[src/verilog/gcu_pkg.sv]
//**********************************************************************
// gcu shared definitions
// widths, register numbers, host command vector and cpu port states
// for the tile and sprite graphics control unit
//**********************************************************************
package gcu_pkg;

    // bus and field widths
    localparam int WORD_W   = 16;
    localparam int VRAM_AW  = 13;
    localparam int REG_W    = 8;
    localparam int SCROLL_W = 13;
    localparam int POS_W    = 9;
    localparam int CMD_W    = 6;

    typedef logic [WORD_W-1:0]          word_t;
    typedef logic [VRAM_AW-1:0]         vram_addr_t;
    typedef logic [REG_W-1:0]           reg_num_t;
    typedef logic signed [SCROLL_W-1:0] scroll_t;
    typedef logic [POS_W-1:0]           pos_t;

    // host command levels, select in the top bit
    typedef logic [CMD_W-1:0] cmd_t;

    localparam int CMD_SELECT    = 5;
    localparam int CMD_WRITE_REG = 4;
    localparam int CMD_SET_PTR   = 3;
    localparam int CMD_WRITE_RAM = 2;
    localparam int CMD_READ_H    = 1;
    localparam int CMD_READ_L    = 0;

    typedef enum logic [2:0] {
        ST_IDLE,
        ST_WRITE_DONE,
        ST_READ_WAIT,
        ST_READ_CAPTURE,
        ST_HOLD
    } cpu_state_t;

    localparam int VRAM_WORDS = 8192;

    // select stores din masked to these bits
    localparam reg_num_t SCROLL_REG_MASK = 8'h8F;
    // bit 7 aliases the plain scroll registers
    localparam reg_num_t REG_ALIAS_BIT   = 8'h80;

    localparam reg_num_t REG_BG_SCROLL_X     = 8'h00;
    localparam reg_num_t REG_BG_SCROLL_Y     = 8'h01;
    localparam reg_num_t REG_FG_SCROLL_X     = 8'h02;
    localparam reg_num_t REG_FG_SCROLL_Y     = 8'h03;
    localparam reg_num_t REG_TEXT_SCROLL_X   = 8'h04;
    localparam reg_num_t REG_TEXT_SCROLL_Y   = 8'h05;
    localparam reg_num_t REG_SPRITE_SCROLL_X = 8'h06;
    localparam reg_num_t REG_SPRITE_SCROLL_Y = 8'h07;

    // selecting any of these clears the vertical interrupt
    localparam reg_num_t VINT_ACK_REG0 = 8'h0E;
    localparam reg_num_t VINT_ACK_REG1 = 8'h0F;
    localparam reg_num_t VINT_ACK_REG2 = 8'h8F;

    localparam pos_t VINT_LINE = 9'h0E6;

endpackage
[src/verilog/gcu_video_timing.sv]
//**********************************************************************
// gcu video timing
// sync and blank from the H and V counters against programmable limits,
// plus the vertical interrupt latch
//**********************************************************************
module gcu_video_timing (
    input  logic          CLK96,
    input  logic          RESET96,
    input  gcu_pkg::pos_t h,
    input  gcu_pkg::pos_t v,
    input  gcu_pkg::pos_t hs_start,
    input  gcu_pkg::pos_t hs_end,
    input  gcu_pkg::pos_t vs_start,
    input  gcu_pkg::pos_t vs_end,
    input  logic          vint_ack,
    output logic          hsync,
    output logic          vsync,
    output logic          fblank,
    output logic          vint
);
    import gcu_pkg::*;

    // active low syncs, hsync window is open at both ends
    always_comb begin
        hsync  = !((h > hs_start) && (h < hs_end));
        vsync  = !((v >= vs_start) && (v <= vs_end));
        fblank = hsync && vsync;
    end

    // interrupt is active low, the acknowledge wins over the line match
    always_ff @(posedge CLK96 or posedge RESET96) begin
        if (RESET96) begin
            vint <= 1'b1;
        end else if (vint_ack) begin
            vint <= 1'b1;
        end else if (v == VINT_LINE) begin
            vint <= 1'b0;
        end
    end

endmodule

[config.mk]
export PLATFORM = sky130hd
export DESIGN_NAME = gcu_video_timing
export DESIGN_NICKNAME = d
export VERILOG_FILES = /design/src/verilog/gcu_pkg.sv /design/src/verilog/gcu_video_timing.sv
export SDC_FILE = /design/constraint.sdc
export NUM_CORES = 1
export LEC_CHECK = 0
export ABC_AREA = 1
export BUFFER_PORTS_ARGS = -buffer_cell sky130_fd_sc_hd__buf_2
export CAP_MARGIN = 10
export CORE_ASPECT_RATIO = 1.5
export CORE_UTILIZATION = 39
export DETAILED_ROUTE_END_ITERATION = 10
export GPL_ROUTABILITY_DRIVEN = 0
export PLACE_DENSITY = 0.87
export RECOVER_POWER = 100
export SYNTH_ARGS = -nofsm -noshare
export SYNTH_HDL_FRONTEND = slang
export SYNTH_SLANG_ARGS = --single-unit
[constraint.sdc]
create_clock -name CLK96 -period 1.06 [get_ports CLK96]
set_input_delay 0.106 -clock CLK96 [delete_from_list [all_inputs] [get_ports CLK96]]
set_output_delay 0.106 -clock CLK96 [all_outputs]
set_load 0.01 [all_outputs]
---- Word-level counts from Yosys, hierarchy flattened ----
Index checks and enable logic that the tools add are counted.
word-level totals
  flip-flop bits (word level) ............. 1
  bits of input ports ..................... 57
cells by class
  order comparisons ....................... 4
  equal/unequal tests ..................... 1
  mux-type cells .......................... 2
  reductions and logical operators ........ 6
operator list
  operator                                                               count
  9-bit by 8-bit equality test with 1-bit output, second input constant  1
  9-bit >= comparator                                                    1
  9-bit > comparator                                                     1
  9-bit <= comparator                                                    1
  9-bit less-than comparator                                             1
  1-bit logical AND                                                      3
  1-bit logical NOT                                                      2
  1-bit two-way mux                                                      2
  2-bit nonzero test                                                     1

---- Logic depth before layout (Yosys ltp) ----
  depth in word-level cells ............... 4
  depth in mapped cells ................... 12
  mapped depth without buffers ............ 12

---- Worst setup path after synthesis ----
OpenSTA, ideal clock, no wires.
  path kind ............................... in2out
  from .................................... input port vs_start[4]
  to ...................................... output port fblank
  arrival ................................. 1015 ps
  required time ........................... 954 ps
  path slack .............................. -61 ps
  stages .................................. 8
  path through ............................ inv_1 > ha_1 > a21o_1 > o21ai_0 > nand3_1 > nand2_2 > nand2_1 > inv_1
between the ends
  word-level cells in the longest chain between the ends .. 4
ends and longest elaborated chain
  what                 RTL line                text
  start: declaration   gcu_video_timing.sv:13  input gcu_pkg::pos_t vs_start,
  9-bit >= comparator  gcu_video_timing.sv:26  vsync = !((v >= vs_start) && (v <= vs_end));
  1-bit logical AND    gcu_video_timing.sv:26
  1-bit logical NOT    gcu_video_timing.sv:26
  net vsync            gcu_video_timing.sv:17  output logic vsync,
  1-bit logical AND    gcu_video_timing.sv:27  fblank = hsync && vsync;
  end: declaration     gcu_video_timing.sv:18  output logic fblank,
The timed path passes the listed nets, and every way through them passes these cells.

---- Worst setup path after layout ----
  from .................................... input port vs_end[8]
  to ...................................... output port fblank
between the ends
  word-level cells in the longest chain between the ends .. 4
ends and longest elaborated chain
  what                 RTL line                text
  start: declaration   gcu_video_timing.sv:14  input gcu_pkg::pos_t vs_end,
  9-bit <= comparator  gcu_video_timing.sv:26
  1-bit logical AND    gcu_video_timing.sv:26
  1-bit logical NOT    gcu_video_timing.sv:26
  1-bit logical AND    gcu_video_timing.sv:27
No other way between the ends.

==> impl_metrics.tcl <==
set metrics [dict create \
    grt_max_degree 4 \
    area_delta_synth_final_pct 66.2 \
    grt_pass1_wl_microns 4810 \
    wire_per_inst_microns 11.6 \
    final.period_utilization 1.26 \
    largest-register "vint" \
    die_y_microns 65.5 \
    yosysTopAreaCell "ha_1" \
    required_ns 0.95 \
    ioPinCount 61 \
    p_leak_nw 0.997 \
    tightest_slew_ns 0.285 \
    critPathTopFamily "simple AND/OR/NAND/NOR gates" \
    fin_util 0.696 \
    rows 22 \
    r2r_cells 2 \
    numPortBuffers 60 \
    status "finished, violations left" \
    worstPathMaxFanout 2 \
    drive_above_1_share 0.467 \
    overflow 0 \
    dieArea_sq_um 2900 \
    initial_core_util 0.419 \
    core_area_sq_um 2500 \
    place_area_sq_um 1500 \
    finalHoldViolCount 0 \
    die-width_microns 44.3 \
    clock_latency_ns 0 \
    worst_slew_margin_rel 0.808 \
    first_iter_violations 6 \
    grt_pass1_vias 1282 \
    violations "setup timing" \
    route.detailed.drc 0 \
    finalSetupViolCount 3 \
    slowest_stage "ha_4" \
    nets 323 \
    slew_violations 0 \
    cts_setup_buffers 0 \
    synthCells 165 \
    biggestRegsByFlops "vint: 1 flops" \
    reg2reg_slack_ns 0.32 \
    cap_violations 0 \
    power_mw 0.729 \
    cpMostUsedCell "nand2_2" \
    worst_ir_drop_vdd_v 0.000252 \
    num-fill-cells 199 \
    cp-start-kind "input pin" \
    synth.distinct_cells 22 \
    worst_path_largest_cell_delay_ns 0.25 \
    via_per_inst 4.75 \
    final_area_sq_um 1740 \
    synth_top_cells_by_count "inv_1 (46), ha_1 (35), nand2_1 (33)" \
    arrival_ns 1.23 \
    worstSetupPathType "input pin to primary output" \
    r2r-start "vint" \
    grt_setup_unrepaired "yes" \
    synthesis.area_sq_um 1050 \
    synth_warnings 0 \
    fmax_mhz 750 \
    insertedDiodeCount 0 \
    setup_slack_ns -0.274 \
    cp_num_buf_inv 5 \
    synth_edf_count 0 \
    yosys.area.top_type_share 0.418 \
    power_density_nw_per_um2 418 \
    antenna_left 0 \
    path_cells "buf_12 -> inv_12 -> ha_4 -> nand2_2 -> inv_2 -> nand2_4 -> nor2_4 -> o21ai_2 -> nand2_1 -> nand2_1 -> nand2_2 -> nand2_2 -> inv_2 -> buf_6" \
    dp_hpwl_microns 2200 \
    drt_first_pass_iters 4 \
    groute.usage.overall 0.210 \
    antenna_found_initial 0 \
    hold_buffers 0 \
    hold_class "input pin to async pin" \
    fin_crit_ns 1.33 \
    clk_pin_slew_ns 0 \
    reg2reg_to "vint" \
    avgSynthCellArea_sq_um 6.35 \
    syn_nets 257 \
    async_flop_share 1.00 \
    cp-end-kind "primary output" \
    ys_seq_area_frac 0.0251 \
    drt_wl_total_microns 3070 \
    ys_ff_latch 1 \
    vias 1260 \
    synthTopCellsByArea "ha_1 (42%), inv_1 (16%), nand2_1 (12%), a21oi_1 (5.3%), nor2_1 (3.2%)" \
    fin_skew_ns 0 \
    largest_register_ffs 1 \
    yosys_most_used_dff "dfstp_2" \
    synth.most_common_cell "inv_1" \
    holdWs_ns 0.101 \
]
## how the worst max path moves through the flow
stage	slack (ns)	cells past startpoint	to	from
global placement	-0.33	13	fblank	vs_end[8]
floorplan	-0.04	12	fblank	vs_end[8]
CTS	-0.23	14	fblank	vs_end[8]
detailed placement	-0.35	14	fblank	vs_end[8]
finish	-0.27	14	fblank	vs_end[8]
global route	-0.34	13	fblank	vs_end[8]
## where the power goes
part | switching, mW | internal [mW] | leakage (nW)
combinational | 0.341 | 0.349 | 0.986
sequential | 0.0000383 | 0.0391 | 0.0105
clock | 0 | 0 | 0
total | 0.341 | 0.388 | 0.997
## layout make-up
cell class | count | area (sq um) | share of cell area
multi-input cells | 115 | 1070 | 0.616
inverters | 49 | 204 | 0.117
well taps | 36 | 45.0 | 0.0258
repair buffers | 64 | 394 | 0.226
flip-flops and latches | 1 | 26.3 | 0.0151
## layout by cell type, fill, tap and decap left out, drive strengths merged
cell type and count:
o21a 1, o21bai 1, nand2 37, ha 35
o21ai 3, clkbuf 1, o211ai 1, a21oi 11
nand4 2, buf 63, a21o 3, nand3b 2
nor4 1, dfstp 1, nand3 5, inv 49
nor2 13
## metrics by stage
stage	worst slack, ns	setup TNS, ns	instances
floorplan	-0.0393	-0.0393	165
global placement	-0.326	-0.727	265
detailed placement	-0.351	-0.814	265
CTS	-0.229	-0.533	265
global route	-0.342	-0.902	265
finish	-0.274	-0.676	265
## kinds of logic (layout without fill, tap and decap cells)
logic type | count (synthesis) | count (layout) | share of synthesized area
AOI/OAI and AO/OA | 20 | 20 | 0.113
adders and majority gates | 35 | 35 | 0.418
buffers and inverters | 49 | 113 | 0.175
DFF | 1 | 1 | 0.0251
and+or+nand+nor | 60 | 60 | 0.268
## routing by layer
metal	global-route usage	share of wire
met5	0	0
met2	0.460	0.59
met1	0.191	0.32
met4	0.0530	0.048
met3	0.0110	0.042
## what timing repair did
action	CTS	global route
resized for setup	31	7
hold endpoints to repair	0	0
pin swaps	17	5
endpoints found under the setup margin	3	3
No activity file was read; power rests on OpenSTA's default activity.
