[src/verilog/gcu_pkg.sv]
//**********************************************************************
// gcu shared definitions
// widths, register numbers, host command vector and cpu port states
// for the tile and sprite graphics control unit
//**********************************************************************
package gcu_pkg;

    // bus and field widths
    localparam int WORD_W   = 16;
    localparam int VRAM_AW  = 13;
    localparam int REG_W    = 8;
    localparam int SCROLL_W = 13;
    localparam int POS_W    = 9;
    localparam int CMD_W    = 6;

    typedef logic [WORD_W-1:0]          word_t;
    typedef logic [VRAM_AW-1:0]         vram_addr_t;
    typedef logic [REG_W-1:0]           reg_num_t;
    typedef logic signed [SCROLL_W-1:0] scroll_t;
    typedef logic [POS_W-1:0]           pos_t;

    // host command levels, select in the top bit
    typedef logic [CMD_W-1:0] cmd_t;

    localparam int CMD_SELECT    = 5;
    localparam int CMD_WRITE_REG = 4;
    localparam int CMD_SET_PTR   = 3;
    localparam int CMD_WRITE_RAM = 2;
    localparam int CMD_READ_H    = 1;
    localparam int CMD_READ_L    = 0;

    typedef enum logic [2:0] {
        ST_IDLE,
        ST_WRITE_DONE,
        ST_READ_WAIT,
        ST_READ_CAPTURE,
        ST_HOLD
    } cpu_state_t;

    localparam int VRAM_WORDS = 8192;

    // select stores din masked to these bits
    localparam reg_num_t SCROLL_REG_MASK = 8'h8F;
    // bit 7 aliases the plain scroll registers
    localparam reg_num_t REG_ALIAS_BIT   = 8'h80;

    localparam reg_num_t REG_BG_SCROLL_X     = 8'h00;
    localparam reg_num_t REG_BG_SCROLL_Y     = 8'h01;
    localparam reg_num_t REG_FG_SCROLL_X     = 8'h02;
    localparam reg_num_t REG_FG_SCROLL_Y     = 8'h03;
    localparam reg_num_t REG_TEXT_SCROLL_X   = 8'h04;
    localparam reg_num_t REG_TEXT_SCROLL_Y   = 8'h05;
    localparam reg_num_t REG_SPRITE_SCROLL_X = 8'h06;
    localparam reg_num_t REG_SPRITE_SCROLL_Y = 8'h07;

    // selecting any of these clears the vertical interrupt
    localparam reg_num_t VINT_ACK_REG0 = 8'h0E;
    localparam reg_num_t VINT_ACK_REG1 = 8'h0F;
    localparam reg_num_t VINT_ACK_REG2 = 8'h8F;

    localparam pos_t VINT_LINE = 9'h0E6;

endpackage
[src/verilog/gcu_scroll_regs.sv]
//**********************************************************************
// gcu scroll registers
// x and y scroll for background, foreground, text and sprite layers
//**********************************************************************
module gcu_scroll_regs (
    input  logic              CLK96,
    input  logic              RESET96,
    input  gcu_pkg::reg_num_t reg_num,
    input  logic              reg_write,
    input  gcu_pkg::word_t    din,
    output gcu_pkg::scroll_t  bg_scroll_x,
    output gcu_pkg::scroll_t  bg_scroll_y,
    output gcu_pkg::scroll_t  fg_scroll_x,
    output gcu_pkg::scroll_t  fg_scroll_y,
    output gcu_pkg::scroll_t  text_scroll_x,
    output gcu_pkg::scroll_t  text_scroll_y,
    output gcu_pkg::scroll_t  sprite_scroll_x,
    output gcu_pkg::scroll_t  sprite_scroll_y
);
    import gcu_pkg::*;

    word_t    bg_x;
    word_t    bg_y;
    word_t    fg_x;
    word_t    fg_y;
    word_t    text_x;
    word_t    text_y;
    word_t    sprite_x;
    word_t    sprite_y;
    reg_num_t base_num;

    // 0x80 to 0x87 land on the same registers as 0 to 7
    assign base_num = reg_num & ~REG_ALIAS_BIT;

    always_ff @(posedge CLK96 or posedge RESET96) begin
        if (RESET96) begin
            bg_x     <= '0;
            bg_y     <= '0;
            fg_x     <= '0;
            fg_y     <= '0;
            text_x   <= '0;
            text_y   <= '0;
            sprite_x <= '0;
            sprite_y <= '0;
        end else if (reg_write) begin
            case (base_num)
                REG_BG_SCROLL_X:     bg_x     <= din;
                REG_BG_SCROLL_Y:     bg_y     <= din;
                REG_FG_SCROLL_X:     fg_x     <= din;
                REG_FG_SCROLL_Y:     fg_y     <= din;
                REG_TEXT_SCROLL_X:   text_x   <= din;
                REG_TEXT_SCROLL_Y:   text_y   <= din;
                REG_SPRITE_SCROLL_X: sprite_x <= din;
                REG_SPRITE_SCROLL_Y: sprite_y <= din;
                default: ;
            endcase
        end
    end

    // renderers see only the low bits of each word
    assign bg_scroll_x     = bg_x[SCROLL_W-1:0];
    assign bg_scroll_y     = bg_y[SCROLL_W-1:0];
    assign fg_scroll_x     = fg_x[SCROLL_W-1:0];
    assign fg_scroll_y     = fg_y[SCROLL_W-1:0];
    assign text_scroll_x   = text_x[SCROLL_W-1:0];
    assign text_scroll_y   = text_y[SCROLL_W-1:0];
    assign sprite_scroll_x = sprite_x[SCROLL_W-1:0];
    assign sprite_scroll_y = sprite_y[SCROLL_W-1:0];

endmodule

[config.mk]
export PLATFORM = sky130hd
export DESIGN_NAME = gcu_scroll_regs
export DESIGN_NICKNAME = d
export VERILOG_FILES = /design/src/verilog/gcu_pkg.sv /design/src/verilog/gcu_scroll_regs.sv
export SDC_FILE = /design/constraint.sdc
export NUM_CORES = 1
export LEC_CHECK = 0
export ABC_AREA = 1
export BUFFER_PORTS_ARGS = -buffer_cell sky130_fd_sc_hd__buf_2
export CORE_UTILIZATION = 57
export CTS_BUF_LIST = sky130_fd_sc_hd__clkbuf_4
export DETAILED_ROUTE_END_ITERATION = 10
export PLACE_DENSITY = 0.91
export SETUP_SLACK_MARGIN = 0.1
export SYNTH_ARGS = -nofsm -noshare
export SYNTH_HDL_FRONTEND = slang
export SYNTH_SLANG_ARGS = --single-unit
[constraint.sdc]
create_clock -name CLK96 -period 5.5 [get_ports CLK96]
set_input_delay 1.1 -clock CLK96 [delete_from_list [all_inputs] [get_ports CLK96]]
set_output_delay 1.1 -clock CLK96 [all_outputs]
set_load 0.05 [all_outputs]
# Word level (Yosys, flattened, before mapping)
# Cells that the tools add are included.
# totals
regBits	104
out_inout_bits	104
# op_classes
n_reduce_logical	9
eq_ne	7
# op_table
operator	count
7-bit by 3-bit equality test with 1-bit output (second input constant)	4
2-bit AND reduction	8
7-bit by 2-bit equality test with 1-bit output (second input constant)	2
8-bit zero test	1
7-bit by 1-bit equality test with 1-bit output (second input constant)	1

# Depth between registers and ports, before layout
# logic_depth
word_depth	2
depth_mapped	8

# Worst setup path before layout
# No wires, ideal clock.
# synth_path
path_type	in2reg
startpoint	input port reg_num[5]
endpoint	register text_x[0]
setup_slack_ps	3481
t_arrival_ps	1900
setup_ps	119
n_path_buf	2
cell_stages	8
cell_sequence	nor2_1 > nand2_1 > nor2_1 > buf_4 > nand2_1 > buf_2 > nand2_1 > nand2_1
# synth_between
elab_chain_len	2
# synth_rtl
element	line_no	text
from (decl)	gcu_scroll_regs.sv:8	input gcu_pkg::reg_num_t reg_num,
7-bit by 3-bit equality test with 1-bit output	gcu_scroll_regs.sv:46	case (base_num)
2-bit AND reduction (no source line)	--	
to (signal assigned)	gcu_scroll_regs.sv:51	REG_TEXT_SCROLL_X: text_x <= din;
to (decl)	gcu_scroll_regs.sv:26	word_t text_x;
# Every way passes these cells.
# A chain may end at the register's enable or synchronous reset.

# Final worst setup path
# layout_path
startpoint	input port reg_num[5]
endpoint	register sprite_x[3]
# layout_between
elab_chain_len	2
# layout_rtl
element	line_no	text
7-bit by 3-bit equality test with 1-bit output	gcu_scroll_regs.sv:46	
2-bit AND reduction (no source line)	--	
to (signal assigned)	gcu_scroll_regs.sv:53	REG_SPRITE_SCROLL_X: sprite_x <= din;
to (decl)	gcu_scroll_regs.sv:28	word_t sprite_x;
# Every way passes these cells.

==> reports/qor.yml <==
sta:
  clock.fmax_mhz: 373.3
  skew_ns: 0
  finalCriticalPeriod_ns: 2.678
  worst_pin_slew_ns: 1.064
  maxSlewHeadroom_pct: 28.88
  hold_viol: 0
  finalMaxSlewViolations: 0
  setup_viol: 0
  grt_setup_unrepaired: "no"
  tns_ns: 0
  fin_crit_sh_pct: 48.70
detailed_routing:
  num_vias: 3773
  ant_nets: 0
  via_per_inst: 5.492
  drt_iter0_markers: 285
  wl_per_cell_um: 16.31
  post-route-drc-count: 0
  drt_first_pass_iters: 5
  wirelength_mm: 11.20
place:
  place_area_um2: 4837
  port_buffers: 126
  dp_hpwl_mm: 7.393
  place_congestion: 0.8194
finish:
  final_common_cell: "nand2_1"
  num-nets-final: 610
  fill_cells: 603
  layout_common_cells: "215 x nand2_1, 126 x buf_2, 107 x nand3_1, 104 x dfrtp_1, 10 x clkbuf_4"
  area_delta_synth_final_pct: 16.49
  diodes: 0
  regArea_um2: 2603
  stdcell_area_um2: 4949
  drive_above_1_share_pct: 26.02
  multi_input_comb_area_um2: 1429
clocking:
  cts_tree: "done"
  clock_sinks: 104
  hold_buffers: 0
  h-tree-depth: 3
  post_cts_buffers: 0
  postCtsResizedCells: 0
  clk_latency_ns: 0.46
  clockBufferDepth: 2
  cts_made_buffers: 9
  clockRootBuffer: "clkbuf_4"
  clk_pin_slew_ns: 0.14
run:
  maxCapViolations: 0
synth:
  synth_area_um2: 4248
  synth_cell_types: 13
  synth_nets: 510
  yosysSeqAreaShare_pct: 61.27
  yosys_warnings: 0
  netlist_instances: 483
  synth_compound_area_share_pct: 0
  ys_ff_latch: 104
  synth_mux_area_share_pct: 0
  synth_top_family_by_area: "simple AND/OR/NAND/NOR gates"
  synth_area_per_cell_um2: 8.795
  synth_top_area_share_pct: 61.27
  synth_simple_gate_area_share_pct: 33.34
  synthAdderAreaFrac_pct: 0
  synth_xor_area_share_pct: 0
  yosys.area.top_type: "dfrtp_1"
  yosys-top-cells-area: "dfrtp_1 61%, nand2_1 19%, nand3_1 13%, buf_2 3.1%, clkbuf_2 1.5%"
power_and_ir_drop:
  leakagePower_nw: 3.048
  vdd_drop_max_uv: 162.3
  power.density_nw_per_um2: 325.9
floorplanning:
  die_width_um: 88.33
  boundaryPins: 131
  dieArea_um2: 7801
  rows: 31
  core_um2: 7214
  initial_utilization_pct: 58.88
  fp.dieH_um: 88.33
grt:
  gr-total-overflow: 0
  grt_pass1_vias: 3287
  grt_max_degree: 64
  grt_usage_pct: 29.40
  antenna_found_initial: 0
  grt_pass1_wl_mm: 16.84
worst_setup_path:
  worstPathRequired_ns: 5.85
  critPathLaunchType: "primary input"
  worst_setup_path_end_kind: "flop"
  cp.arrival_ns: 3.02
  crit_fanout: 39
  crit_type: "primary input to flop"
outcome:
  status: "complete, no violations"
hold_path:
  worstHoldPathType: "flop to flop"
-- where the power goes --
group | total [mW] | switching, mW | internal (mW) | leakage [nW]
Sequential | 0.862 | 0.0358 | 0.826 | 1.42
Combinational | 0.409 | 0.334 | 0.0743 | 1.57
Clock | 0.342 | 0.247 | 0.0950 | 0.0558
-- cell families (layout without fill, tap and decap cells) --
logic type | after synthesis | in the layout
DFF | 104 | 104
buffers and inverters | 47 | 152
and+or+nand+nor | 332 | 332
-- worst paths after layout --
kind                                        start                       to  slack [ns]  cells past startpoint
max reg2reg                   fg_y[9]$_DFFE_PP0P_      fg_y[9]$_DFFE_PP0P_        4.83                      2
max in group asynchronous                 RESET96    text_x[1]$_DFFE_PP0P_        3.63                      3
min                        text_y[11]$_DFFE_PP0P_   text_y[11]$_DFFE_PP0P_        0.48                      2
min reg2reg                text_y[11]$_DFFE_PP0P_   text_y[11]$_DFFE_PP0P_        0.48                      2
min in group asynchronous                 RESET96    text_x[4]$_DFFE_PP0P_        0.66                      2
max                                    reg_num[5]  sprite_x[3]$_DFFE_PP0P_        2.82                      8
-- per-stage QoR --
step | utilization [%] | total power, mW | setup slack [ns] | hold WS, ns | cells
after floorplan | - | 1.177 | 1.668 | 0.7512 | 483
after global placement | 67.05 | 1.274 | 2.407 | 0.4502 | 671
after detailed placement | 67.05 | 1.284 | 2.357 | 0.4537 | 671
after CTS | 68.59 | 1.611 | 2.851 | 0.4869 | 687
after global routing | 68.59 | 1.665 | 2.642 | 0.4983 | 687
final | 68.59 | 1.613 | 2.822 | 0.4831 | 687
-- worst max-delay path, stage by stage --
cell	delay [ns]
buf_2	0.10
nor2_1	0.13
nand2_1	0.16
nor2_4	0.65
buf_4	0.35
nand2_1	0.30
nand2_1	0.14
nand2_1	0.07
-- flip-flops by register name, indices dropped and copies added, names as in the netlist --
| signal | cells |
|---|---|
| bg_x | 13 |
| bg_y | 13 |
| fg_x | 13 |
| fg_y | 13 |
| sprite_x | 13 |
| sprite_y | 13 |
| text_x | 13 |
| text_y | 13 |
-- synth_stat cells --
| library cell | number |
|---|---|
| buf_2 | 26 |
| buf_4 | 1 |
| clkbuf_2 | 13 |
| dfrtp_1 | 104 |
| inv_1 | 6 |
| inv_2 | 1 |
| nand2_1 | 215 |
| nand3_1 | 107 |
| nand3_2 | 2 |
| nand3b_1 | 1 |
| nor2_1 | 3 |
| nor2_2 | 2 |
| nor2_4 | 2 |
-- cell type report --
type                    count  area share [%]
clock buffers              10           1.517
clock inverters             6          0.7332
inverters                   7          0.5815
multi-input cells         332           28.87
flip-flops and latches    104           52.59
well taps                  99           2.503
repair buffers            129           13.20
-- per-layer routing --
layer	up-vias	global-route usage (%)	share of wire [%]
li1	1732	-	-
met1	1826	42.76	42
met2	191	44.48	48
met3	24	3.731	8.2
met4	0	13.78	2.7
met5	-	0	0
No activity file was read; power rests on OpenSTA's default activity.
