--- src/verilog/gcu_pkg.sv ---
//**********************************************************************
// gcu shared definitions
// widths, register numbers, host command vector and cpu port states
// for the tile and sprite graphics control unit
//**********************************************************************
package gcu_pkg;

    // bus and field widths
    localparam int WORD_W   = 16;
    localparam int VRAM_AW  = 13;
    localparam int REG_W    = 8;
    localparam int SCROLL_W = 13;
    localparam int POS_W    = 9;
    localparam int CMD_W    = 6;

    typedef logic [WORD_W-1:0]          word_t;
    typedef logic [VRAM_AW-1:0]         vram_addr_t;
    typedef logic [REG_W-1:0]           reg_num_t;
    typedef logic signed [SCROLL_W-1:0] scroll_t;
    typedef logic [POS_W-1:0]           pos_t;

    // host command levels, select in the top bit
    typedef logic [CMD_W-1:0] cmd_t;

    localparam int CMD_SELECT    = 5;
    localparam int CMD_WRITE_REG = 4;
    localparam int CMD_SET_PTR   = 3;
    localparam int CMD_WRITE_RAM = 2;
    localparam int CMD_READ_H    = 1;
    localparam int CMD_READ_L    = 0;

    typedef enum logic [2:0] {
        ST_IDLE,
        ST_WRITE_DONE,
        ST_READ_WAIT,
        ST_READ_CAPTURE,
        ST_HOLD
    } cpu_state_t;

    localparam int VRAM_WORDS = 8192;

    // select stores din masked to these bits
    localparam reg_num_t SCROLL_REG_MASK = 8'h8F;
    // bit 7 aliases the plain scroll registers
    localparam reg_num_t REG_ALIAS_BIT   = 8'h80;

    localparam reg_num_t REG_BG_SCROLL_X     = 8'h00;
    localparam reg_num_t REG_BG_SCROLL_Y     = 8'h01;
    localparam reg_num_t REG_FG_SCROLL_X     = 8'h02;
    localparam reg_num_t REG_FG_SCROLL_Y     = 8'h03;
    localparam reg_num_t REG_TEXT_SCROLL_X   = 8'h04;
    localparam reg_num_t REG_TEXT_SCROLL_Y   = 8'h05;
    localparam reg_num_t REG_SPRITE_SCROLL_X = 8'h06;
    localparam reg_num_t REG_SPRITE_SCROLL_Y = 8'h07;

    // selecting any of these clears the vertical interrupt
    localparam reg_num_t VINT_ACK_REG0 = 8'h0E;
    localparam reg_num_t VINT_ACK_REG1 = 8'h0F;
    localparam reg_num_t VINT_ACK_REG2 = 8'h8F;

    localparam pos_t VINT_LINE = 9'h0E6;

endpackage
--- src/verilog/gcu_vram_if.sv ---
//**********************************************************************
// gcu video RAM host port
// address, write data and strobe from the cpu port, read data back
// from the RAM one clock after the address
//**********************************************************************
interface gcu_vram_if;
    import gcu_pkg::*;

    vram_addr_t addr;
    word_t      wdata;
    logic       we;
    word_t      rdata;

    modport cpu (
        output addr,
        output wdata,
        output we,
        input  rdata
    );

    modport ram (
        input  addr,
        input  wdata,
        input  we,
        output rdata
    );

endinterface

--- src/verilog/gcu_cpu_port.sv ---
//**********************************************************************
// gcu cpu port
// decodes the level-held host commands, keeps the selected register
// and the video RAM pointer, and sequences RAM writes and reads
//**********************************************************************
module gcu_cpu_port (
    input  logic              CLK96,
    input  logic              RESET96,
    input  gcu_pkg::cmd_t     cmd,
    input  gcu_pkg::word_t    din,
    gcu_vram_if.cpu           vram,
    output gcu_pkg::word_t    dout,
    output logic              ack,
    output gcu_pkg::reg_num_t reg_num,
    output logic              reg_write,
    output logic              vint_ack
);
    import gcu_pkg::*;

    cpu_state_t state;
    cmd_t       last_cmd;
    vram_addr_t ram_ptr;
    reg_num_t   sel_num;
    logic       ready;
    logic       new_cmd;
    logic       sel_is_ack;
    logic       read_low;

    // commands are only taken between sequences
    assign ready   = (state == ST_IDLE) || (state == ST_HOLD);
    assign new_cmd = ready && (cmd != last_cmd);

    assign sel_num    = din[REG_W-1:0] & SCROLL_REG_MASK;
    assign sel_is_ack = (sel_num == VINT_ACK_REG0) ||
                        (sel_num == VINT_ACK_REG1) ||
                        (sel_num == VINT_ACK_REG2);

    // read low looks one word past the pointer
    assign read_low = cmd[CMD_READ_L] && !cmd[CMD_WRITE_RAM] && !cmd[CMD_READ_H];

    always_ff @(posedge CLK96 or posedge RESET96) begin
        if (RESET96) begin
            state     <= ST_IDLE;
            last_cmd  <= '0;
            ack       <= 1'b1;
            reg_num   <= '0;
            ram_ptr   <= '0;
            dout      <= '0;
            reg_write <= 1'b0;
            vint_ack  <= 1'b0;
            vram.we   <= 1'b0;
        end else begin
            reg_write <= 1'b0;
            vint_ack  <= 1'b0;

            case (state)
                ST_IDLE, ST_HOLD: begin
                    if (new_cmd) begin
                        last_cmd <= cmd;
                        state    <= (cmd == '0) ? ST_IDLE : ST_HOLD;

                        // same priority as the host bus decoder
                        if (cmd[CMD_SELECT]) begin
                            reg_num  <= sel_num;
                            vint_ack <= sel_is_ack;
                        end else if (cmd[CMD_WRITE_REG]) begin
                            reg_write <= 1'b1;
                        end else if (cmd[CMD_SET_PTR]) begin
                            ram_ptr <= din[VRAM_AW-1:0];
                        end else if (cmd[CMD_WRITE_RAM]) begin
                            vram.we <= 1'b1;
                            ack     <= 1'b0;
                            state   <= ST_WRITE_DONE;
                        end else if (cmd[CMD_READ_H] || cmd[CMD_READ_L]) begin
                            ack   <= 1'b0;
                            state <= ST_READ_WAIT;
                        end
                    end
                end

                // RAM takes the word on this edge, pointer moves on
                ST_WRITE_DONE: begin
                    vram.we <= 1'b0;
                    ram_ptr <= ram_ptr + 1'b1;
                    ack     <= 1'b1;
                    state   <= ST_HOLD;
                end

                // RAM registers the word at the new address
                ST_READ_WAIT: begin
                    state <= ST_READ_CAPTURE;
                end

                ST_READ_CAPTURE: begin
                    dout  <= vram.rdata;
                    ack   <= 1'b1;
                    state <= ST_HOLD;
                end

                default: begin
                    state <= ST_IDLE;
                end
            endcase
        end
    end

    // RAM address and data follow the pointer when a RAM command starts
    always_ff @(posedge CLK96) begin
        if (new_cmd && (cmd[CMD_SELECT:CMD_SET_PTR] == '0)) begin
            vram.addr  <= ram_ptr + vram_addr_t'(read_low);
            vram.wdata <= din;
        end
    end

endmodule

--- src/flat_wrapper.sv ---
// flat-port wrapper written by rule: the top's interface ports become plain ports
module gcu_cpu_port_flat import gcu_pkg::*;
  (CLK96, RESET96, cmd, din, dout, ack, reg_num, reg_write, vint_ack, vram_addr, vram_wdata, vram_we, vram_rdata);
  gcu_vram_if vram_i ();
  input  logic CLK96;
  input  logic RESET96;
  input  gcu_pkg::cmd_t cmd;
  input  gcu_pkg::word_t din;
  output gcu_pkg::word_t dout;
  output logic ack;
  output gcu_pkg::reg_num_t reg_num;
  output logic reg_write;
  output logic vint_ack;
  output wire logic [$bits(vram_i.addr)-1:0] vram_addr;
  output wire logic [$bits(vram_i.wdata)-1:0] vram_wdata;
  output wire logic [$bits(vram_i.we)-1:0] vram_we;
  input wire logic [$bits(vram_i.rdata)-1:0] vram_rdata;
  assign vram_addr = vram_i.addr;
  assign vram_wdata = vram_i.wdata;
  assign vram_we = vram_i.we;
  assign vram_i.rdata = vram_rdata;
  gcu_cpu_port u_core (.CLK96(CLK96), .RESET96(RESET96), .cmd(cmd), .din(din), .vram(vram_i), .dout(dout), .ack(ack), .reg_num(reg_num), .reg_write(reg_write), .vint_ack(vint_ack));
endmodule
--- config.mk ---
export PLATFORM = sky130hd
export DESIGN_NAME = gcu_cpu_port_flat
export DESIGN_NICKNAME = d
export VERILOG_FILES = /design/src/verilog/gcu_pkg.sv /design/src/verilog/gcu_vram_if.sv /design/src/verilog/gcu_cpu_port.sv /design/src/flat_wrapper.sv
export SDC_FILE = /design/constraint.sdc
export NUM_CORES = 1
export LEC_CHECK = 0
export BUFFER_PORTS_ARGS = -buffer_cell sky130_fd_sc_hd__buf_2
export CORE_AREA = 2 2 95 97
export CTS_BUF_LIST = sky130_fd_sc_hd__clkbuf_16
export DETAILED_ROUTE_END_ITERATION = 16
export DIE_AREA = 0 0 97 99
export PLACE_DENSITY = 0.63
export SYNTH_ARGS = -nofsm -noshare
export SYNTH_HDL_FRONTEND = slang
export SYNTH_SLANG_ARGS = --single-unit
--- constraint.sdc ---
create_clock -name CLK96 -period 2.65 [get_ports CLK96]
set_clock_uncertainty 0.05 [all_clocks]
set_input_delay 0.6625 -clock CLK96 [delete_from_list [all_inputs] [get_ports CLK96]]
set_output_delay 0.6625 -clock CLK96 [all_outputs]
set_load 0.005 [all_outputs]
# After elaboration in Yosys (flattened, before gate mapping)
# Cells that the tools add are included.
[word_totals]
register_bits = 76
input_bits = 40
output_inout_bits = 57
[classes]
addsub = 2
eq_ne = 15
mux = 33
n_reduce_logical = 22
[op_table]
columns = ["cell", "n"]
rows = [
  ["$mux W13", 4],
  ["$pmux W13 S2", 1],
  ["$mux W3", 7],
  ["$mux W1", 18],
  ["$add A13 B1 Y13", 1],
  ["$add A13 B1 Y13 const B", 1],
  ["$reduce_and A6 Y1", 2],
  ["$eq A5 B4 Y1 const B", 2],
  ["$ne A2 B2 Y1 const B", 5],
  ["$pmux W3 S3", 1],
  ["$eq A3 B2 Y1 const B", 2],
  ["$logic_not A3 Y1", 2],
  ["$logic_not A6 Y1", 1],
  ["$ne A6 B6 Y1", 1],
  ["$eq A5 B5 Y1 const B", 1],
  ["$reduce_and A5 Y1", 1],
  ["$logic_and A1 B1 Y1", 4],
  ["$logic_or A1 B1 Y1", 4],
  ["$pmux W1 S2", 2],
  ["$reduce_bool A2 Y1", 2],
  ["$reduce_or A2 Y1", 2],
  ["$eq A3 B1 Y1 const B", 1],
  ["$eq A3 B3 Y1 const B", 1],
  ["$ne A3 B2 Y1 const B", 1],
  ["4 further kinds", 5],
]

# Depth between registers and ports, before layout
[depth]
ltp_word = 9
depth_mapped = 7

# Worst setup path after synthesis
# No wires, ideal clock.
[synth_timing]
path_kind = "in2reg"
startpoint = "input cmd[2]"
endpoint = "register u_core.vram.addr[0], enable pin"
setup_ps = 390
arrival_ps = 2226
required_time_ps = 2210
slack_ps = -16
cell_stages = 5
n_path_buf = 1
cell_sequence = "clkbuf_1 -> xor2_1 -> nor4_4 -> nand2_1 -> and3_1"
[synth_via]
elab_chain_cells = 3
[synth_lines]
columns = ["item", "line", "rtl"]
rows = [
  ["start, declared", "flat_wrapper.sv:7", "input gcu_pkg::cmd_t cmd;"],
  ["$ne A6 B6 Y1", "gcu_cpu_port.sv:31", "assign new_cmd = ready && (cmd != last_cmd);"],
  ["$logic_and A1 B1 Y1", "gcu_cpu_port.sv:31", ""],
  ["$logic_and A1 B1 Y1", "gcu_cpu_port.sv:109", "if (new_cmd && (cmd[CMD_SELECT:CMD_SET_PTR] == '0)) begin"],
  ["end signal, assigned", "gcu_cpu_port.sv:110", "vram.addr <= ram_ptr + vram_addr_t'(read_low);"],
  ["end, declared", "gcu_vram_if.sv:15", "output addr,"],
]
# No other way between the ends.
# A chain may end at the register's enable or synchronous reset.

# Worst setup path after layout
[layout_timing]
startpoint = "input cmd[2]"
endpoint = "register u_core.vram.we"
[layout_via]
elab_chain_cells = 4
[layout_lines]
columns = ["item", "line", "rtl"]
rows = [
  ["$ne A6 B6 Y1", "gcu_cpu_port.sv:31", ""],
  ["$logic_and A1 B1 Y1", "gcu_cpu_port.sv:31", ""],
  ["$ne A2 B1 Y1 (no source line)", "-", ""],
  ["$reduce_and A6 Y1 (no source line) (*)", "-", ""],
  ["end signal, assigned", "gcu_cpu_port.sv:51", "vram.we <= 1'b0;"],
  ["end signal, assigned", "gcu_cpu_port.sv:71", "vram.we <= 1'b1;"],
  ["end signal, assigned", "gcu_cpu_port.sv:83", "vram.we <= 1'b0;"],
  ["end, declared", "gcu_vram_if.sv:17", "output we,"],
]
# Mark *: on every way between the ends. The rest lies on a longest branch, timed or not.

==> results by group <==
Timing
  • Crit path time final: 2.140 ns
  • Period Utilization, post-route: 80.74%
  • RSZ-0062 raised after global routing: false
  • Slew @ Worst Pin: 0.7345 ns
  • FMAX: 467.4 MHz
  • TNS Setup: 0 ns
  • Slew Viols, Final: 0
  • Final Worst Setup Slack: 0.5104 ns
  • Final Setup Violations: 0
  • Slew headroom: 51.03%
  • Final Hold Viols: 0

Worst setup path
  • Worst r2r src: u_core.state[0]
  • Worst reg2reg path endpoint: u_core.ram_ptr[0]
  • Crit path max-delay family: simple AND/OR/NAND/NOR gates
  • Setup slack, reg-to-reg: 0.53 ns
  • CP max stage cell: and3_2
  • WP data required: 2.81 ns
  • Crit path DAT: 2.30 ns
  • Crit. End Element: flop
  • CP peak stage delay: 0.44 ns
  • Crit path buffers/inverters: 2
  • Critical path peak fanout: 31
  • Crit path kind: in -> reg
  • Crit-path cells: buf_2 > buf_4 > xor2_1 > nor4_4 > nand2_1 > and3_2 > a22o_1
  • R2R depth: 6
  • Startpoint Class: primary input

Outcome
  • Run status: finished, final reports clean

Place
  • I/O Buffers: 93
  • RD Place Congestion: 0.7799
  • Final HPWL DP: 5326 um
  • Place WS: 0.1555 ns

Synthesis
  • Synth area leader: dfrtp_1
  • Synth warn: 0
  • Yosys cell types: 47
  • Synthesized area per cell: 12.68 um2
  • Synth top area share: 34.39%
  • Post-synthesis register bit count: 76
  • Post-Syn Area: 3347 um2
  • Most frequent cells after synthesis: dfrtp_1 (46), edfxtp_1 (29), mux2_2 (27), nand2_1 (22), a21oi_1 (17)
  • Top_reg_cell synth: dfrtp_1
  • Post-synth EDFFs: 29
  • Syn Inst Count: 264
  • Post-synthesis sequential area ratio: 61.20%
  • Top-count cell post-synth: dfrtp_1
  • Async S/R FF share, synth: 61.84%
  • Leading post-synthesis cells by cell area: dfrtp_1 (34%), edfxtp_1 (26%), mux2_2 (9.1%), xor2_1 (3.9%), a21oi_1 (2.5%)

Floorplan
  • # IOs: 97
  • Core area: 8551 um2
  • Core Rows: 34
  • Full die area: 9603 um2
  • Die width: 97 um
  • Initial core utilization: 39.14%
  • Die height: 99 um

Final layout
  • Final #Nets: 408
  • Share of cells above drive strength 1: 41.08%
  • P&R area growth vs syn: 26.95%
  • Ant diodes: 0

GRT
  • Largest net degree at the start of global routing: 32
  • Total gr overflow: 0
  • Gr usage total: 15.88%
  • Initial antenna violation count: 0
  • Vias in the first global route: 2389
  • First-pass GRT wire length: 11960 um

CTS
  • Root Buffer: clkbuf_16
  • Post-CTS Setup Bufs: 0
  • CTS clk-pin slew, worst paths: 0.06 ns
  • Inserted Clock Buffers: 9
  • CTS tree: done
  • Post-CTS Hold Fix Bufs: 0
  • Clk_lat worst skew: 0.33 ns
  • H-tree depth: 3
  • CTS sink cnt: 76
  • # resized after CTS: 0
  • Longest Clk Path Bufs: 2

Drt
  • Avg Vias per Cell: 5.117
  • Via count: 2446
  • Routed wire length per instance: 15.19 um
  • DRT antenna net count: 0
  • Drt initial violations: 127
  • Final WL: 7262 um
  • DRC viols: 0
  • First-pass detailed-route iteration total: 4

Power
  • Power per cell area: 745.2 nW/um2
  • VDD IR max: 333.9 uV
  • Power Total: 3.167 mW
  • P_leak: 1.824 nW

Run
  • Max capacitance violation total: 0

Worst hold path
  • Hold Crit Class: in -> async
==> final cells by class <==
type,instances,area [um2]
fillers,791,4302
flip-flops and latches,76,2048
multi-input cells,172,1212
repair buffers,103,540.5
clock buffers,10,250.2
well taps,108,135.1
clock inverters,6,51.30
inverters,3,11.26
==> stage by stage <==
stage,util [%],std cells,hold slack [ns],cell area (um2)
3_5_place_dp,46.17,462,0.4369,3948
2_1_floorplan,-,266,0.4440,3356
6_report,49.69,478,0.2502,4249
5_1_grt,49.69,478,0.2808,4249
4_1_cts,49.69,478,0.2657,4249
3_3_place_gp,46.17,462,0.4363,3948
==> report_power, final <==
group	switching [mW]	internal [mW]
Clock	0.461	0.773
Sequential	0.128	1.37
Combinational	0.231	0.208
Total	0.819	2.35
==> worst register-to-register path, stage by stage, from the launching register on <==
cell and delay [ns]:
dfrtp_1 0.47, or4b_4 0.55, a21oi_2 0.19, a21boi_4 0.27, buf_4 0.26, a211oi_1 0.11
a31oi_1 0.14
==> layout by cell type, fill, tap and decap left out, types with 9 or more instances in the layout <==
| master | instances |
|---|---|
| nor2_1 | 12 |
| mux2_2 | 27 |
| nor3_1 | 10 |
| clkbuf_16 | 10 |
| o21ai_0 | 9 |
| edfxtp_1 | 29 |
| buf_2 | 93 |
| dfrtp_1 | 46 |
| nand2_1 | 22 |
| buf_4 | 10 |
| xor2_1 | 15 |
| a21oi_1 | 17 |
| nand3_1 | 9 |
==> metal layers <==
layer  global-route usage, %  up-vias  part of all wire, %
met3                   5.106        9                  8.1
met4                   6.501        0                  1.6
met2                   26.18      101                   48
met5                       0        -                    0
li1                        -     1164                    -
met1                   19.40     1172                   43
==> worst max path at each step <==
stage	from	to	slack (ns)	depth (start not counted)
after CTS	cmd[2]	u_core.vram.we	0.49	7
after global routing	cmd[1]	u_core.vram.addr[10]	0.35	7
final	cmd[2]	u_core.vram.we	0.51	7
after floorplan	cmd[2]	u_core.vram.we	0.27	6
after global placement	cmd[2]	u_core.vram.we	0.18	7
after detailed placement	cmd[2]	u_core.vram.we	0.16	7
==> flip-flops by register name, summed over array words and instances, names as in the netlist <==
name	count
u_core.reg_write	1
u_core.ram_ptr	13
u_core.dout	16
u_core.ack	1
u_core.vram.addr	13
u_core.vint_ack	1
u_core.state	3
u_core.reg_num	5
u_core.last_cmd	6
u_core.vram.wdata	16
u_core.vram.we	1
==> logic make-up after synthesis <==
kind of cell               after synthesis  share of synthesized area (%)
xor gates and xnor gates                17                          4.449
muxes                                   27                          9.084
DFF                                     76                          61.20
adders and majority gates                3                          1.122
other                                    1                         0.1120
AOI/OAI and AO/OA                       48                          9.533
and+or+nand+nor                         74                          11.66
buffers and inverters                   18                          2.841
No activity file was read; power rests on OpenSTA's default activity.
